## src/hw/lc3b_pkg.sv

```systemverilog
`default_nettype none

package lc3b_pkg;

	typedef logic [15:0] lc3b_word;
	typedef logic [1:0] lc3b_mem_wmask;	// bit 0 is the low byte lane

	typedef enum logic [3:0]
	{
		op_br   = 4'b0000,
		op_add  = 4'b0001,
		op_ldb  = 4'b0010,
		op_stb  = 4'b0011,
		op_jsr  = 4'b0100,
		op_and  = 4'b0101,
		op_ldr  = 4'b0110,
		op_str  = 4'b0111,
		op_rti  = 4'b1000,
		op_not  = 4'b1001,
		op_ldi  = 4'b1010,
		op_sti  = 4'b1011,
		op_jmp  = 4'b1100,
		op_shf  = 4'b1101,
		op_lea  = 4'b1110,
		op_trap = 4'b1111
	} lc3b_opcode;

	// EX/MEM latch contents seen by the memory stage
	typedef struct packed
	{
		lc3b_opcode opcode;
		lc3b_word alu_out;	// effective address
		lc3b_word dest_out;	// store data
	} ex_mem_t;

	typedef struct packed
	{
		logic cyc;
		logic stb;
		logic we;
		lc3b_mem_wmask sel;
		lc3b_word adr;
		lc3b_word wdata;
	} dmem_req_t;

	typedef enum logic [1:0]
	{
		ph_first,	// first or only access pending
		ph_second,	// pointed-to access of ldi/sti pending
		ph_done
	} mem_phase_e;

	localparam int DMEM_TIMEOUT = 16;	// request cycles allowed before abandoning
	localparam int DMEM_TIMER_W = $clog2(DMEM_TIMEOUT);

	function automatic logic is_mem_op(lc3b_opcode op);
		return op inside {op_ldr, op_ldb, op_ldi, op_str, op_stb, op_sti};
	endfunction

	function automatic logic is_load(lc3b_opcode op);
		return op inside {op_ldr, op_ldb, op_ldi};
	endfunction

	function automatic logic is_indirect(lc3b_opcode op);
		return op inside {op_ldi, op_sti};
	endfunction

endpackage

`default_nettype wire

```

## src/hw/dmem_addr_path.sv

```systemverilog
`timescale 1ns/1ps
`default_nettype none

module dmem_addr_path
(
	input wire clk,
	input wire rst_n,
	input wire lc3b_pkg::ex_mem_t ex_mem,
	input wire lc3b_pkg::mem_phase_e phase,
	input wire dmem_resp,
	input wire lc3b_pkg::lc3b_word dmem_rdata,
	input wire cyc,
	input wire stb,
	input wire we,

	output lc3b_pkg::dmem_req_t dmem_req
);

lc3b_pkg::lc3b_word ptr_q;	// pointer word from the first ldi/sti access
logic ptr_load;

assign ptr_load = stb && dmem_resp && (phase == lc3b_pkg::ph_first)
	&& lc3b_pkg::is_indirect(ex_mem.opcode);

always_ff @(posedge clk or negedge rst_n)
begin
	if (!rst_n)
		ptr_q <= '0;
	else if (ptr_load)
		ptr_q <= dmem_rdata;
end

always_comb
begin
	dmem_req.cyc = cyc;
	dmem_req.stb = stb;
	dmem_req.we = we;

	if (phase == lc3b_pkg::ph_second)
		dmem_req.adr = ptr_q;
	else
		dmem_req.adr = ex_mem.alu_out;

	if (ex_mem.opcode == lc3b_pkg::op_stb)
	begin
		// byte store goes out on both lanes, sel picks the one written
		dmem_req.sel = dmem_req.adr[0] ? 2'b10 : 2'b01;
		dmem_req.wdata = {ex_mem.dest_out[7:0], ex_mem.dest_out[7:0]};
	end
	else
	begin
		dmem_req.sel = 2'b11;
		dmem_req.wdata = ex_mem.dest_out;
	end
end

endmodule

`default_nettype wire

```

## src/hw/dmem_wait_timer.sv

```systemverilog
`timescale 1ns/1ps
`default_nettype none

module dmem_wait_timer
(
	input wire clk,
	input wire rst_n,
	input wire stb,
	input wire dmem_resp,

	output logic timeout
);

localparam logic [lc3b_pkg::DMEM_TIMER_W-1:0] LAST_WAIT =
	lc3b_pkg::DMEM_TIMER_W'(lc3b_pkg::DMEM_TIMEOUT - 1);

logic [lc3b_pkg::DMEM_TIMER_W-1:0] wait_cnt;	// completed unanswered cycles
logic waiting;

assign waiting = stb && !dmem_resp;
assign timeout = waiting && (wait_cnt == LAST_WAIT);

always_ff @(posedge clk or negedge rst_n)
begin
	if (!rst_n)
		wait_cnt <= '0;
	else if (!waiting || timeout)
		wait_cnt <= '0;
	else
		wait_cnt <= wait_cnt + 1'b1;
end

// a timeout needs the whole run of unanswered request cycles behind it
a_timeout_at_limit: assert property (
	@(posedge clk) disable iff (!rst_n)
	timeout |-> $past(waiting, lc3b_pkg::DMEM_TIMEOUT - 1)
) else $error("watchdog fired before the wait limit");

endmodule

`default_nettype wire

```

## src/hw/load_align.sv

```systemverilog
`timescale 1ns/1ps
`default_nettype none

module load_align
(
	input wire clk,
	input wire rst_n,
	input wire lc3b_pkg::lc3b_opcode opcode,
	input wire lc3b_pkg::mem_phase_e phase,
	input wire adr_lsb,
	input wire dmem_resp,
	input wire lc3b_pkg::lc3b_word dmem_rdata,

	output lc3b_pkg::lc3b_word mem_result,
	output logic mem_result_valid
);

logic final_resp;
logic [7:0] rd_byte;

always_comb
begin
	final_resp = 1'b0;
	if (dmem_resp && lc3b_pkg::is_load(opcode))
	begin
		if (phase == lc3b_pkg::ph_second)
			final_resp = 1'b1;
		else if ((phase == lc3b_pkg::ph_first) && !lc3b_pkg::is_indirect(opcode))
			final_resp = 1'b1;
	end

	rd_byte = adr_lsb ? dmem_rdata[15:8] : dmem_rdata[7:0];	// odd address takes high byte
end

always_ff @(posedge clk)
begin
	if (final_resp)
	begin
		if (opcode == lc3b_pkg::op_ldb)
			mem_result <= {{8{rd_byte[7]}}, rd_byte};
		else
			mem_result <= dmem_rdata;
	end
end

always_ff @(posedge clk or negedge rst_n)
begin
	if (!rst_n)
		mem_result_valid <= 1'b0;
	else
		mem_result_valid <= final_resp;
end

endmodule

`default_nettype wire

```

## src/hw/mem_access_fsm.sv

```systemverilog
`timescale 1ns/1ps
`default_nettype none

module mem_access_fsm
(
	input wire clk,
	input wire rst_n,
	input wire lc3b_pkg::lc3b_opcode opcode,
	input wire load_ex_mem,
	input wire dmem_resp,
	input wire timeout,

	output lc3b_pkg::mem_phase_e phase,
	output logic cyc,
	output logic stb,
	output logic we,
	output logic mem_stall,
	output logic dmem_error
);

logic mem_op;
logic direct_store;
logic indirect_op;
logic active;
logic last_access;

always_comb
begin
	mem_op = lc3b_pkg::is_mem_op(opcode);
	indirect_op = lc3b_pkg::is_indirect(opcode);
	direct_store = (opcode == lc3b_pkg::op_str) || (opcode == lc3b_pkg::op_stb);
	active = mem_op && (phase != lc3b_pkg::ph_done);

	// the pointer read of ldi/sti is never the last access
	last_access = !(indirect_op && (phase == lc3b_pkg::ph_first));
end

always_ff @(posedge clk or negedge rst_n)
begin
	if (!rst_n)
	begin
		phase <= lc3b_pkg::ph_done;
	end
	else if (load_ex_mem)
	begin
		phase <= lc3b_pkg::ph_first;	// new instruction wins over a response
	end
	else if (timeout)
	begin
		phase <= lc3b_pkg::ph_done;
	end
	else if (active && dmem_resp)
	begin
		if (last_access)
			phase <= lc3b_pkg::ph_done;
		else
			phase <= lc3b_pkg::ph_second;
	end
end

always_ff @(posedge clk or negedge rst_n)
begin
	if (!rst_n)
	begin
		dmem_error <= 1'b0;
	end
	else if (load_ex_mem)
	begin
		dmem_error <= 1'b0;
	end
	else if (timeout)
	begin
		dmem_error <= 1'b1;	// sticky until the next instruction
	end
end

always_comb
begin
	cyc = active;
	stb = active;
	we = 1'b0;
	if (active)
	begin
		if (direct_store)
			we = 1'b1;
		else if ((opcode == lc3b_pkg::op_sti) && (phase == lc3b_pkg::ph_second))
			we = 1'b1;
	end

	// stall drops in the response cycle of the final access only
	mem_stall = active && !(dmem_resp && last_access);
end

a_resp_needs_req: assert property (
	@(posedge clk) disable iff (!rst_n)
	dmem_resp |-> stb
) else $error("memory response without an outstanding request");

a_second_is_indirect: assert property (
	@(posedge clk) disable iff (!rst_n)
	(phase == lc3b_pkg::ph_second) |-> indirect_op
) else $error("second access phase for a non-indirect opcode");

endmodule

`default_nettype wire

```

## src/hw/mem_stage.sv

```systemverilog
`timescale 1ns/1ps
`default_nettype none

module mem_stage
(
	input wire clk,
	input wire rst_n,
	input wire lc3b_pkg::ex_mem_t ex_mem,
	input wire load_ex_mem,
	input wire dmem_resp,
	input wire lc3b_pkg::lc3b_word dmem_rdata,

	output lc3b_pkg::dmem_req_t dmem_req,
	output logic mem_stall,
	output lc3b_pkg::lc3b_word mem_result,
	output logic mem_result_valid,
	output logic dmem_error
);

lc3b_pkg::mem_phase_e phase;
logic cyc;
logic stb;
logic we;
logic timeout;

mem_access_fsm i_mem_access_fsm
(
	.clk(clk),
	.rst_n(rst_n),
	.opcode(ex_mem.opcode),
	.load_ex_mem(load_ex_mem),
	.dmem_resp(dmem_resp),
	.timeout(timeout),
	.phase(phase),
	.cyc(cyc),
	.stb(stb),
	.we(we),
	.mem_stall(mem_stall),
	.dmem_error(dmem_error)
);

dmem_wait_timer i_dmem_wait_timer
(
	.clk(clk),
	.rst_n(rst_n),
	.stb(stb),
	.dmem_resp(dmem_resp),
	.timeout(timeout)
);

dmem_addr_path i_dmem_addr_path
(
	.clk(clk),
	.rst_n(rst_n),
	.ex_mem(ex_mem),
	.phase(phase),
	.dmem_resp(dmem_resp),
	.dmem_rdata(dmem_rdata),
	.cyc(cyc),
	.stb(stb),
	.we(we),
	.dmem_req(dmem_req)
);

load_align i_load_align
(
	.clk(clk),
	.rst_n(rst_n),
	.opcode(ex_mem.opcode),
	.phase(phase),
	.adr_lsb(dmem_req.adr[0]),	// byte select follows the address on the bus
	.dmem_resp(dmem_resp),
	.dmem_rdata(dmem_rdata),
	.mem_result(mem_result),
	.mem_result_valid(mem_result_valid)
);

endmodule

`default_nettype wire
```

## config.mk

```make
export PLATFORM = sky130hd
export DESIGN_NAME = mem_stage
export DESIGN_NICKNAME = d
export VERILOG_FILES = /design/src/hw/lc3b_pkg.sv /design/src/hw/dmem_addr_path.sv /design/src/hw/dmem_wait_timer.sv /design/src/hw/load_align.sv /design/src/hw/mem_access_fsm.sv /design/src/hw/mem_stage.sv
export SDC_FILE = /design/constraint.sdc
export NUM_CORES = 1
export LEC_CHECK = 0
export ABC_CLOCK_PERIOD_IN_PS = 3400
export BUFFER_PORTS_ARGS = -buffer_cell sky130_fd_sc_hd__clkbuf_2
export CAP_MARGIN = 0
export CORE_AREA = 3 3 74 76
export CTS_CLUSTER_SIZE = 8
export DETAILED_ROUTE_END_ITERATION = 8
export DIE_AREA = 0 0 77 79
export HOLD_SLACK_MARGIN = 0.02
export PLACE_DENSITY = 0.78
export REMOVE_ABC_BUFFERS = 1
export SLEW_MARGIN = 0
export SYNTH_ARGS = -nofsm -noshare
export SYNTH_HDL_FRONTEND = slang
export SYNTH_SLANG_ARGS = --single-unit
```

## constraint.sdc

```tcl
create_clock -name clk -period 3.4 [get_ports clk]
set_input_delay 0.68 -clock clk [delete_from_list [all_inputs] [get_ports clk]]
set_output_delay 0.68 -clock clk [all_outputs]
set_load 0.01 [all_outputs]
```

# Yosys cells after proc, flatten, opt, wreduce, memory -nomap -nowiden
# Cells that the tools add are included.
[word_totals]
reg_bits = 40
input_bits = 56
out_inout_bits = 56
elab_cells = 60
[classes]
addsub = 1
eq_ne = 9
mux = 19
n_reduce_logical = 25
[op_table]
columns = ["operator", "count"]
rows = [
  ["$mux W16", 3],
  ["$eq A4 B4 Y1 const B", 3],
  ["$logic_and A1 B1 Y1", 12],
  ["$mux W2", 6],
  ["$eq A4 B2 Y1 const B", 2],
  ["$eq A4 B3 Y1 const B", 2],
  ["$mux W1", 8],
  ["$mux W8", 1],
  ["$reduce_bool A3 Y1", 2],
  ["$reduce_bool A6 Y1", 1],
  ["$logic_not A1 Y1", 5],
  ["$add A4 B1 Y4 const B", 1],
  ["$mux W4", 1],
  ["$reduce_bool A2 Y1", 2],
  ["$eq A2 B1 Y1 const B", 1],
  ["$logic_not A2 Y1", 1],
  ["$logic_or A1 B1 Y1", 2],
  ["$ne A2 B2 Y1 const B", 1],
]

# Longest topological paths before layout
# Gate-level depths: netlist (run 1).
[depth]
word_depth = 7
mapped_depth = 6
ltp_nobuf = 5

# Cells and area by module
# A second synthesis (run 1) with hierarchy kept.
[unflattened]
cells_unflattened = 159
area_unflattened_um2 = 2152.1
[modules_own_cells]
columns = ["module", "instances", "cells_per_inst", "area_each_um2", "seq_area_each_um2"]
rows = [
  ["dmem_addr_path", 1, 78, 1033.5, 400.4],
  ["load_align", 1, 41, 728.2, 505.5],
  ["dmem_wait_timer", 1, 17, 197.7, 100.1],
  ["mem_access_fsm", 1, 23, 192.7, 76.3],
]

# Worst setup path after synthesis (run 1)
# OpenSTA, ideal clock, no wires.
[synth_timing]
kind = "in2reg"
from = "input port ex_mem[32] (netlist bit)"
to = "register i_load_align.mem_result[0], enable pin"
setup_time_ns = 0.433
t_arrival_ns = 2.417
required_ns = 2.967
path_slack_ns = 0.550
stages = 1
path_buffers = 0
path_cell_list = "nor4_1"
[synth_between]
elab_chain_len = 7
elab_cells_between_ends = 12
cone_classes = "4 x eq/ne; 3 x mux; 5 x reduce/logical"
[synth_lines]
columns = ["item", "line_no", "rtl"]
rows = [
  ["start: declaration", "mem_stage.sv:8", "input wire lc3b_pkg::ex_mem_t ex_mem,"],
  ["$eq A4 B4 Y1 (on tied branches)", "lc3b_pkg.sv:61, lc3b_pkg.sv:65", ""],
  ["$reduce_bool A2 Y1", "lc3b_pkg.sv:65", "return op inside {op_ldi, op_sti};"],
  ["$logic_not A1 Y1", "load_align.sv:28", "else if ((phase == lc3b_pkg::ph_first) && !lc3b_pkg::is_indirect(opcode))"],
  ["$logic_and A1 B1 Y1", "load_align.sv:28", ""],
  ["$mux W1", "load_align.sv:28", ""],
  ["$mux W1", "load_align.sv:26", "if (phase == lc3b_pkg::ph_second)"],
  ["$mux W1 (*)", "load_align.sv:24", "if (dmem_resp && lc3b_pkg::is_load(opcode))"],
  ["end signal: assignment", "load_align.sv:40", "mem_result <= {{8{rd_byte[7]}}, rd_byte};"],
  ["end signal: assignment", "load_align.sv:42", "mem_result <= dmem_rdata;"],
  ["end: declaration", "load_align.sv:14", "output lc3b_pkg::lc3b_word mem_result,"],
]
# Every way passes the cells marked *; elsewhere a longest branch is shown, timed or not.
# A chain may end at the register's enable or synchronous reset.

==> metrics, run 1 <==
Post-Syn Area per Cell=between 10 and 15 um^2; area leader, netlist=dfrtp_1; crit path launch type=input pin; Fin. Hold Viols=0; Cells after Synth=163; Area contributors post-synth=dfrtp_1, edfxtp_1, mux2_2; vias in the first global route=1,613; clock-pin slew on the worst setup and hold paths=80 ps; status=finished, final reports clean; num rows=25; number of buffers created by CTS=5; layout cells sized above 1=0.667; Achievable Freq=0.390 GHz; maximum root-to-sink buffer count=2; DRC viols=0; vias per cell=around 4.8; worst hold path class=in2async; CP Buf/Inv Count=3; grt ovf=0; setup_tns=0 ps; Sequential Power Share=0.480; H-tree Lvls=2; initial core utilization=0.453; leakage power=1.35 nW; Worst Skew=between 5 and 6 ps; Final ANT Viol Nets=0; CP endpoint kind=primary output; slew margin rel.=0.367; RD Place Congestion=approximately 0.78; wire length per cell=15.0 um; cell family with most CP delay=simple AND/OR/NAND/NOR gates; Slowest cell on crit path=and4_1; switch share=0.228; Cell Count, Final, Fillers Out=between 300 and 400; final setup fails=0; clock network power share=0.340; PwrDens=approximately 430 mW/mm^2; ANT cells=0; Worst-Skew Late Latency=290 ps; total power=1.23 mW; Post-Route Utilization=0.590; max-slew violations=0; GRT Util Overall=0.169; Setup Fix Bufs, Post-CTS=0; #FFs+latches synth=40; largest net degree at the start of global routing=25; Setup WS post-layout=834 ps; Yosys top cell area share=0.265; Comb power frac=0.179; Placed Instances=326; chip width=between 70 and 80 um; worst path required time=2720 ps; DRT Pass-1 Iters=4; Port Buffers=between 100 and 150; worst-path fanout max=10; Final Cell Area=0.00282 mm^2; Peak VDD IR=0.270 mV; DP Area=~0.0027 mm^2; hold slack final=394 ps; Final min period=2570 ps; chip height=around 79 um; die area=0.00608 mm^2; CP Data Arrival Time=about 1900 ps; Post-DP HPWL=3.82 mm; # nets final=between 300 and 400; CTS tree=done; Post-CTS Hold Buffers=0; Core ar.=~0.0048 mm^2; share of the yosys chip area belonging to registers=0.499; clk sinks=40; Top cell by count, worst path=clkbuf_2; MaxCap Viol Count=0; clk root buf=clkbuf_8; synth unique cells=37; EDFF count, synth=16; Place WS=about 860 ps; initial antenna violation count=0; P_sw=~0.28 mW; Final period util=0.755; Slew @ Worst Pin=between 900 and 1000 ps; Area growth syn-to-layout=30.2%; Int Power=0.946 mW; post-CTS sizing=0; total number of vias=1,612; Setup CP Type=in2out; Detailed Route Iter0 Violations=39; Detailed Route WL=5.02 mm; number of I/O pins=112; asr flop ratio synth=0.600; ys flop type=dfrtp_1; unrepaired setup endpoints after global routing=false; Ys Warns=0; first-pass GRT wire length=8.17 mm; Crit path largest cell delay=roughly 470 ps; CP cell instances=clkbuf_2 -> inv_1 -> and4_1 -> mux2_2 -> clkbuf_2; cell area after synthesis=0.00217 mm^2
==> registers in the layout (all words and copies together) (netlist names) <==
signal,cells
i_dmem_addr_path.ptr_q,16
i_load_align.mem_result,16
i_dmem_wait_timer.wait_cnt,4
i_mem_access_fsm.phase,2
i_load_align.mem_result_valid,1
i_mem_access_fsm.dmem_error,1
==> synthesized netlist by cell type, types with 2 or more instances <==
| cell | n |
|---|---|
| o21a_1 | 7 |
| nand3_1 | 4 |
| buf_2 | 2 |
| mux2_4 | 9 |
| nand2b_1 | 3 |
| mux2i_2 | 2 |
| dfrtp_1 | 23 |
| o21ai_0 | 3 |
| inv_1 | 5 |
| mux2_2 | 38 |
| edfxtp_1 | 16 |
| nor2_1 | 6 |
| and3_1 | 2 |
| a21oi_1 | 4 |
| nand2_1 | 6 |
| buf_4 | 12 |
==> area by class of cell <==
| type | instances | area [um^2] |
|---|---|---|
| inverters | 5 | 18.8 |
| fillers | 430 | 1960 |
| flip-flops and latches | 40 | 1080 |
| multi-input cells | 101 | 942 |
| clock buffers | 7 | 96.3 |
| well taps | 67 | 83.8 |
| clock inverters | 1 | 30.0 |
| repair buffers | 113 | 571 |
==> layer usage <==
metal  part of all wire  track usage
met5                  0            0
met4             0.0068       0.0356
met3              0.072       0.0442
met2               0.46        0.273
met1               0.46        0.230
==> cells by family after synthesis <==
group,synth area share
xor gates and xnor gates,0.00404
AOI/OAI and AO/OA,0.0536
muxes,0.277
adders and majority gates,0.00577
and+or+nand+nor,0.0900
buffers and inverters,0.0709
DFF,0.499
==> power by group through the flow <==
stage / clock, mW / sequential [mW] / combinational (mW)
6_report: 0.417 / 0.589 / 0.220
5_1_grt: 0.445 / 0.596 / 0.243
4_1_cts: 0.428 / 0.589 / 0.223
3_3_place_gp: 0 / 0.598 / 0.217
3_5_place_dp: 0 / 0.599 / 0.222
2_1_floorplan: 0 / 0.590 / 0.128
==> cell usage in the layout, fill, tap and decap left out, drive strengths merged, types with 2 or more instances in the layout <==
cell type / count
clkbuf: 118
dfrtp: 23
nand2b: 3
a21oi: 4
edfxtp: 16
mux2: 47
nor2: 7
o21ai: 3
nand3: 4
buf: 2
o21a: 7
nand2: 6
mux2i: 3
inv: 5
and3: 2
==> final timing paths <==
check / start / to / slack (ps) / cells past startpoint
max: ex_mem[35] / dmem_req[9] / 830 / 5
min: rst_n / i_dmem_addr_path.ptr_q[6] / 390 / 1
max reg2reg: i_mem_access_fsm.phase[0] / i_load_align.mem_result[8] / 1470 / 4
min reg2reg: i_dmem_addr_path.ptr_q[4] / i_dmem_addr_path.ptr_q[4] / 500 / 1
max in group asynchronous: rst_n / i_dmem_addr_path.ptr_q[7] / 2590 / 1
min in group clk: i_dmem_addr_path.ptr_q[4] / i_dmem_addr_path.ptr_q[4] / 500 / 1
Power figures use the tool's default switching activity.
==> run 2: changes to the inputs <==
ABC_AREA = 1   (was unset)
ABC_CLOCK_PERIOD_IN_PS = 2400   (was 3400)
PLACE_DENSITY = 0.8   (was 0.78)
clock period = 2.4 ns   (was 3.4 ns; I/O delays follow)
==> run 2 against run 1 <==
Against the previous run:
- via count increased by 22%
- cell count increased by 24%
- critical path depth decreased by 1
- routed wire length increased by 6.0%
- flip-flop and latch count unchanged
- power increased by 39%
- cell area increased by 1.3%
- critical path type is now reg2out
==> metrics, run 2 <==
number of I/O pins=roughly 110; total power=1.71 mW; Final min period=~2100 ps; ANT cells=0; worst-path fanout max=17; Place WS=495 ps; Final ANT Viol Nets=0; Worst Skew=approximately 9 ps; Area contributors post-synth=dfrtp_1, edfxtp_1, nand2_1; Detailed Route Iter0 Violations=110; WL met3=between 500 and 600 um; worst hold path class=in2async; unrepaired setup endpoints after global routing=false; setup_tns=0 ps; status=finished, final reports clean; Yosys top cell area share=0.258; Post-CTS Hold Buffers=0; chip height=79 um; CTS tree=done; max-slew violations=0; RD Place Congestion=0.770; Detailed Route WL=5.32 mm; largest net degree at the start of global routing=34; Port Buffers=roughly 110; maximum root-to-sink buffer count=2; Core ar.=around 0.0048 mm^2; die area=0.00608 mm^2; asr flop ratio synth=0.600; Cell Count, Final, Fillers Out=414; Final Cell Area=0.00286 mm^2; #FFs+latches synth=40; Fillers=443; most numerous cell in the Yosys netlist=nand2_1; DRT Pass-1 Iters=4; leakage power=1.56 nW; crit path launch type=register; first-pass GRT wire length=9.15 mm; Fin. Hold Viols=0; sequential cell area=0.00108 mm^2; Regs by FF count=i_dmem_addr_path.ptr_q: 16 flops, i_load_align.mem_result: 16 flops, i_dmem_wait_timer.wait_cnt: 4 flops; area leader, netlist=dfrtp_1; chip width=77 um; Peak VDD IR=0.286 mV; H-tree Lvls=2; footprint of the multi-input gates=~900 um^2; wire length per cell=12.9 um; CP Launch Point=i_mem_access_fsm.phase[1]; initial core utilization=0.466; met2 wire length=2.54 mm; clk root buf=clkbuf_8; met1 WL=2.16 mm; PwrDens=roughly 600 mW/mm^2; Final period util=0.888; worst path required time=1920 ps; slew margin rel.=0.554; number of buffers created by CTS=5; Cells after Synth=around 240; final setup fails=0; Post-DP HPWL=between 4 and 5 mm; Placed Instances=406; Setup Fix Bufs, Post-CTS=0; CP Data Arrival Time=1650 ps; r2r worst-path depth=7; DP Area=about 0.0027 mm^2; total number of vias=1,974; Achievable Freq=0.469 GHz; Worst-Skew Late Latency=290 ps; layout cells sized above 1=0.484; CP endpoint kind=primary output; share of the yosys chip area belonging to registers=0.485; Setup WS post-layout=around 270 ps; reg2reg start=i_mem_access_fsm.phase[1]; clk sinks=40; initial antenna violation count=0; max layer used=met4; vias in the first global route=2,026; post-CTS sizing=0; commonest non-fill, non-tap cell in the layout=clkbuf_2; DRC viols=0; Area growth syn-to-layout=28.3%; vias per cell=roughly 4.8; clock-pin slew on the worst setup and hold paths=90 ps; Slew @ Worst Pin=669 ps; EDFF count, synth=16; Ys Warns=0; top post-synthesis cells by count=nand2_1, inv_1, dfrtp_1; cell area after synthesis=0.00223 mm^2; grt ovf=0; GRT Util Overall=0.190; most frequent cells in the layout=clkbuf_2, nand2_1, inv_1; Setup CP Type=reg2out; # nets final=between 400 and 500; ys flop type=dfrtp_1; MaxCap Viol Count=0; synth unique cells=29; Post-Syn Area per Cell=9.14 um^2; num rows=25
run 2: cell types whose count changed after synthesis, moves of 3 or more:
cell and delta:
nor2_1 +5, o21ai_1 +4, o21a_1 -7, nand3_1 +3, mux2_4 -9, inv_2 +3
a21oi_1 -3, nand2_1 +75, mux2_2 -23, o21ai_2 +19, nand2b_1 -3, inv_1 +23
nand2_2 +3
run 2: cells by family (layout without fill, tap and decap cells):
| kind of cell | after synthesis | count (layout) | synth area share |
|---|---|---|---|
| compound gates | 28 | 28 | 0.0976 |
| xor+xnor | 1 | 1 | 0.00393 |
| fa+ha+maj | 1 | 1 | 0.00561 |
| buf+inv | 49 | 152 | 0.115 |
| flops | 40 | 40 | 0.485 |
| mux | 15 | 15 | 0.0758 |
| simple gates | 110 | 110 | 0.217 |
run 2: layout make-up:
class                   instances  share of cell area
well taps                      67              0.0293
clock buffers                   5              0.0240
multi-input cells             155               0.313
repair buffers                112               0.197
inverters                      32              0.0420
flip-flops and latches         40               0.378
clock inverters                 3              0.0166
run 2: worst max-delay path: stages (launching register included):
cell and delay, ps:
dfstp_2 560, inv_2 80, nand2_4 220, mux2_2 370, clkbuf_2 130
run 2: routing by layer:
layer  vias up  GRT usage
met4         0     0.0534
li1        970          -
met3         8     0.0522
met5         -          0
met2       110      0.345
met1       886      0.219
run 2: stage by stage:
stage | utilization | hold slack (ps)
detailed placement | 0.574 | 454
CTS | 0.598 | 213
global placement | 0.574 | 451
finish | 0.598 | 203
global route | 0.598 | 246
floorplan | - | 184
run 2: worst paths after layout:
path	to	slack [ps]
max	dmem_req[18]	270
min	i_load_align.mem_result_valid	200
max reg2reg	i_load_align.mem_result[6]	650
min reg2reg	i_dmem_wait_timer.wait_cnt[0]	470
max in group asynchronous	i_dmem_addr_path.ptr_q[5]	1760
min in group clk	i_mem_access_fsm.dmem_error	350
run 2: report_power, final:
| part | total [mW] | leakage (nW) | switching, mW | internal, mW |
|---|---|---|---|---|
| Clock | 0.564 | 0.0583 | 0.251 | 0.313 |
| Sequential | 0.821 | 0.454 | 0.0362 | 0.785 |
| Combinational | 0.321 | 1.05 | 0.178 | 0.144 |
| Total | 1.71 | 1.56 | 0.464 | 1.24 |
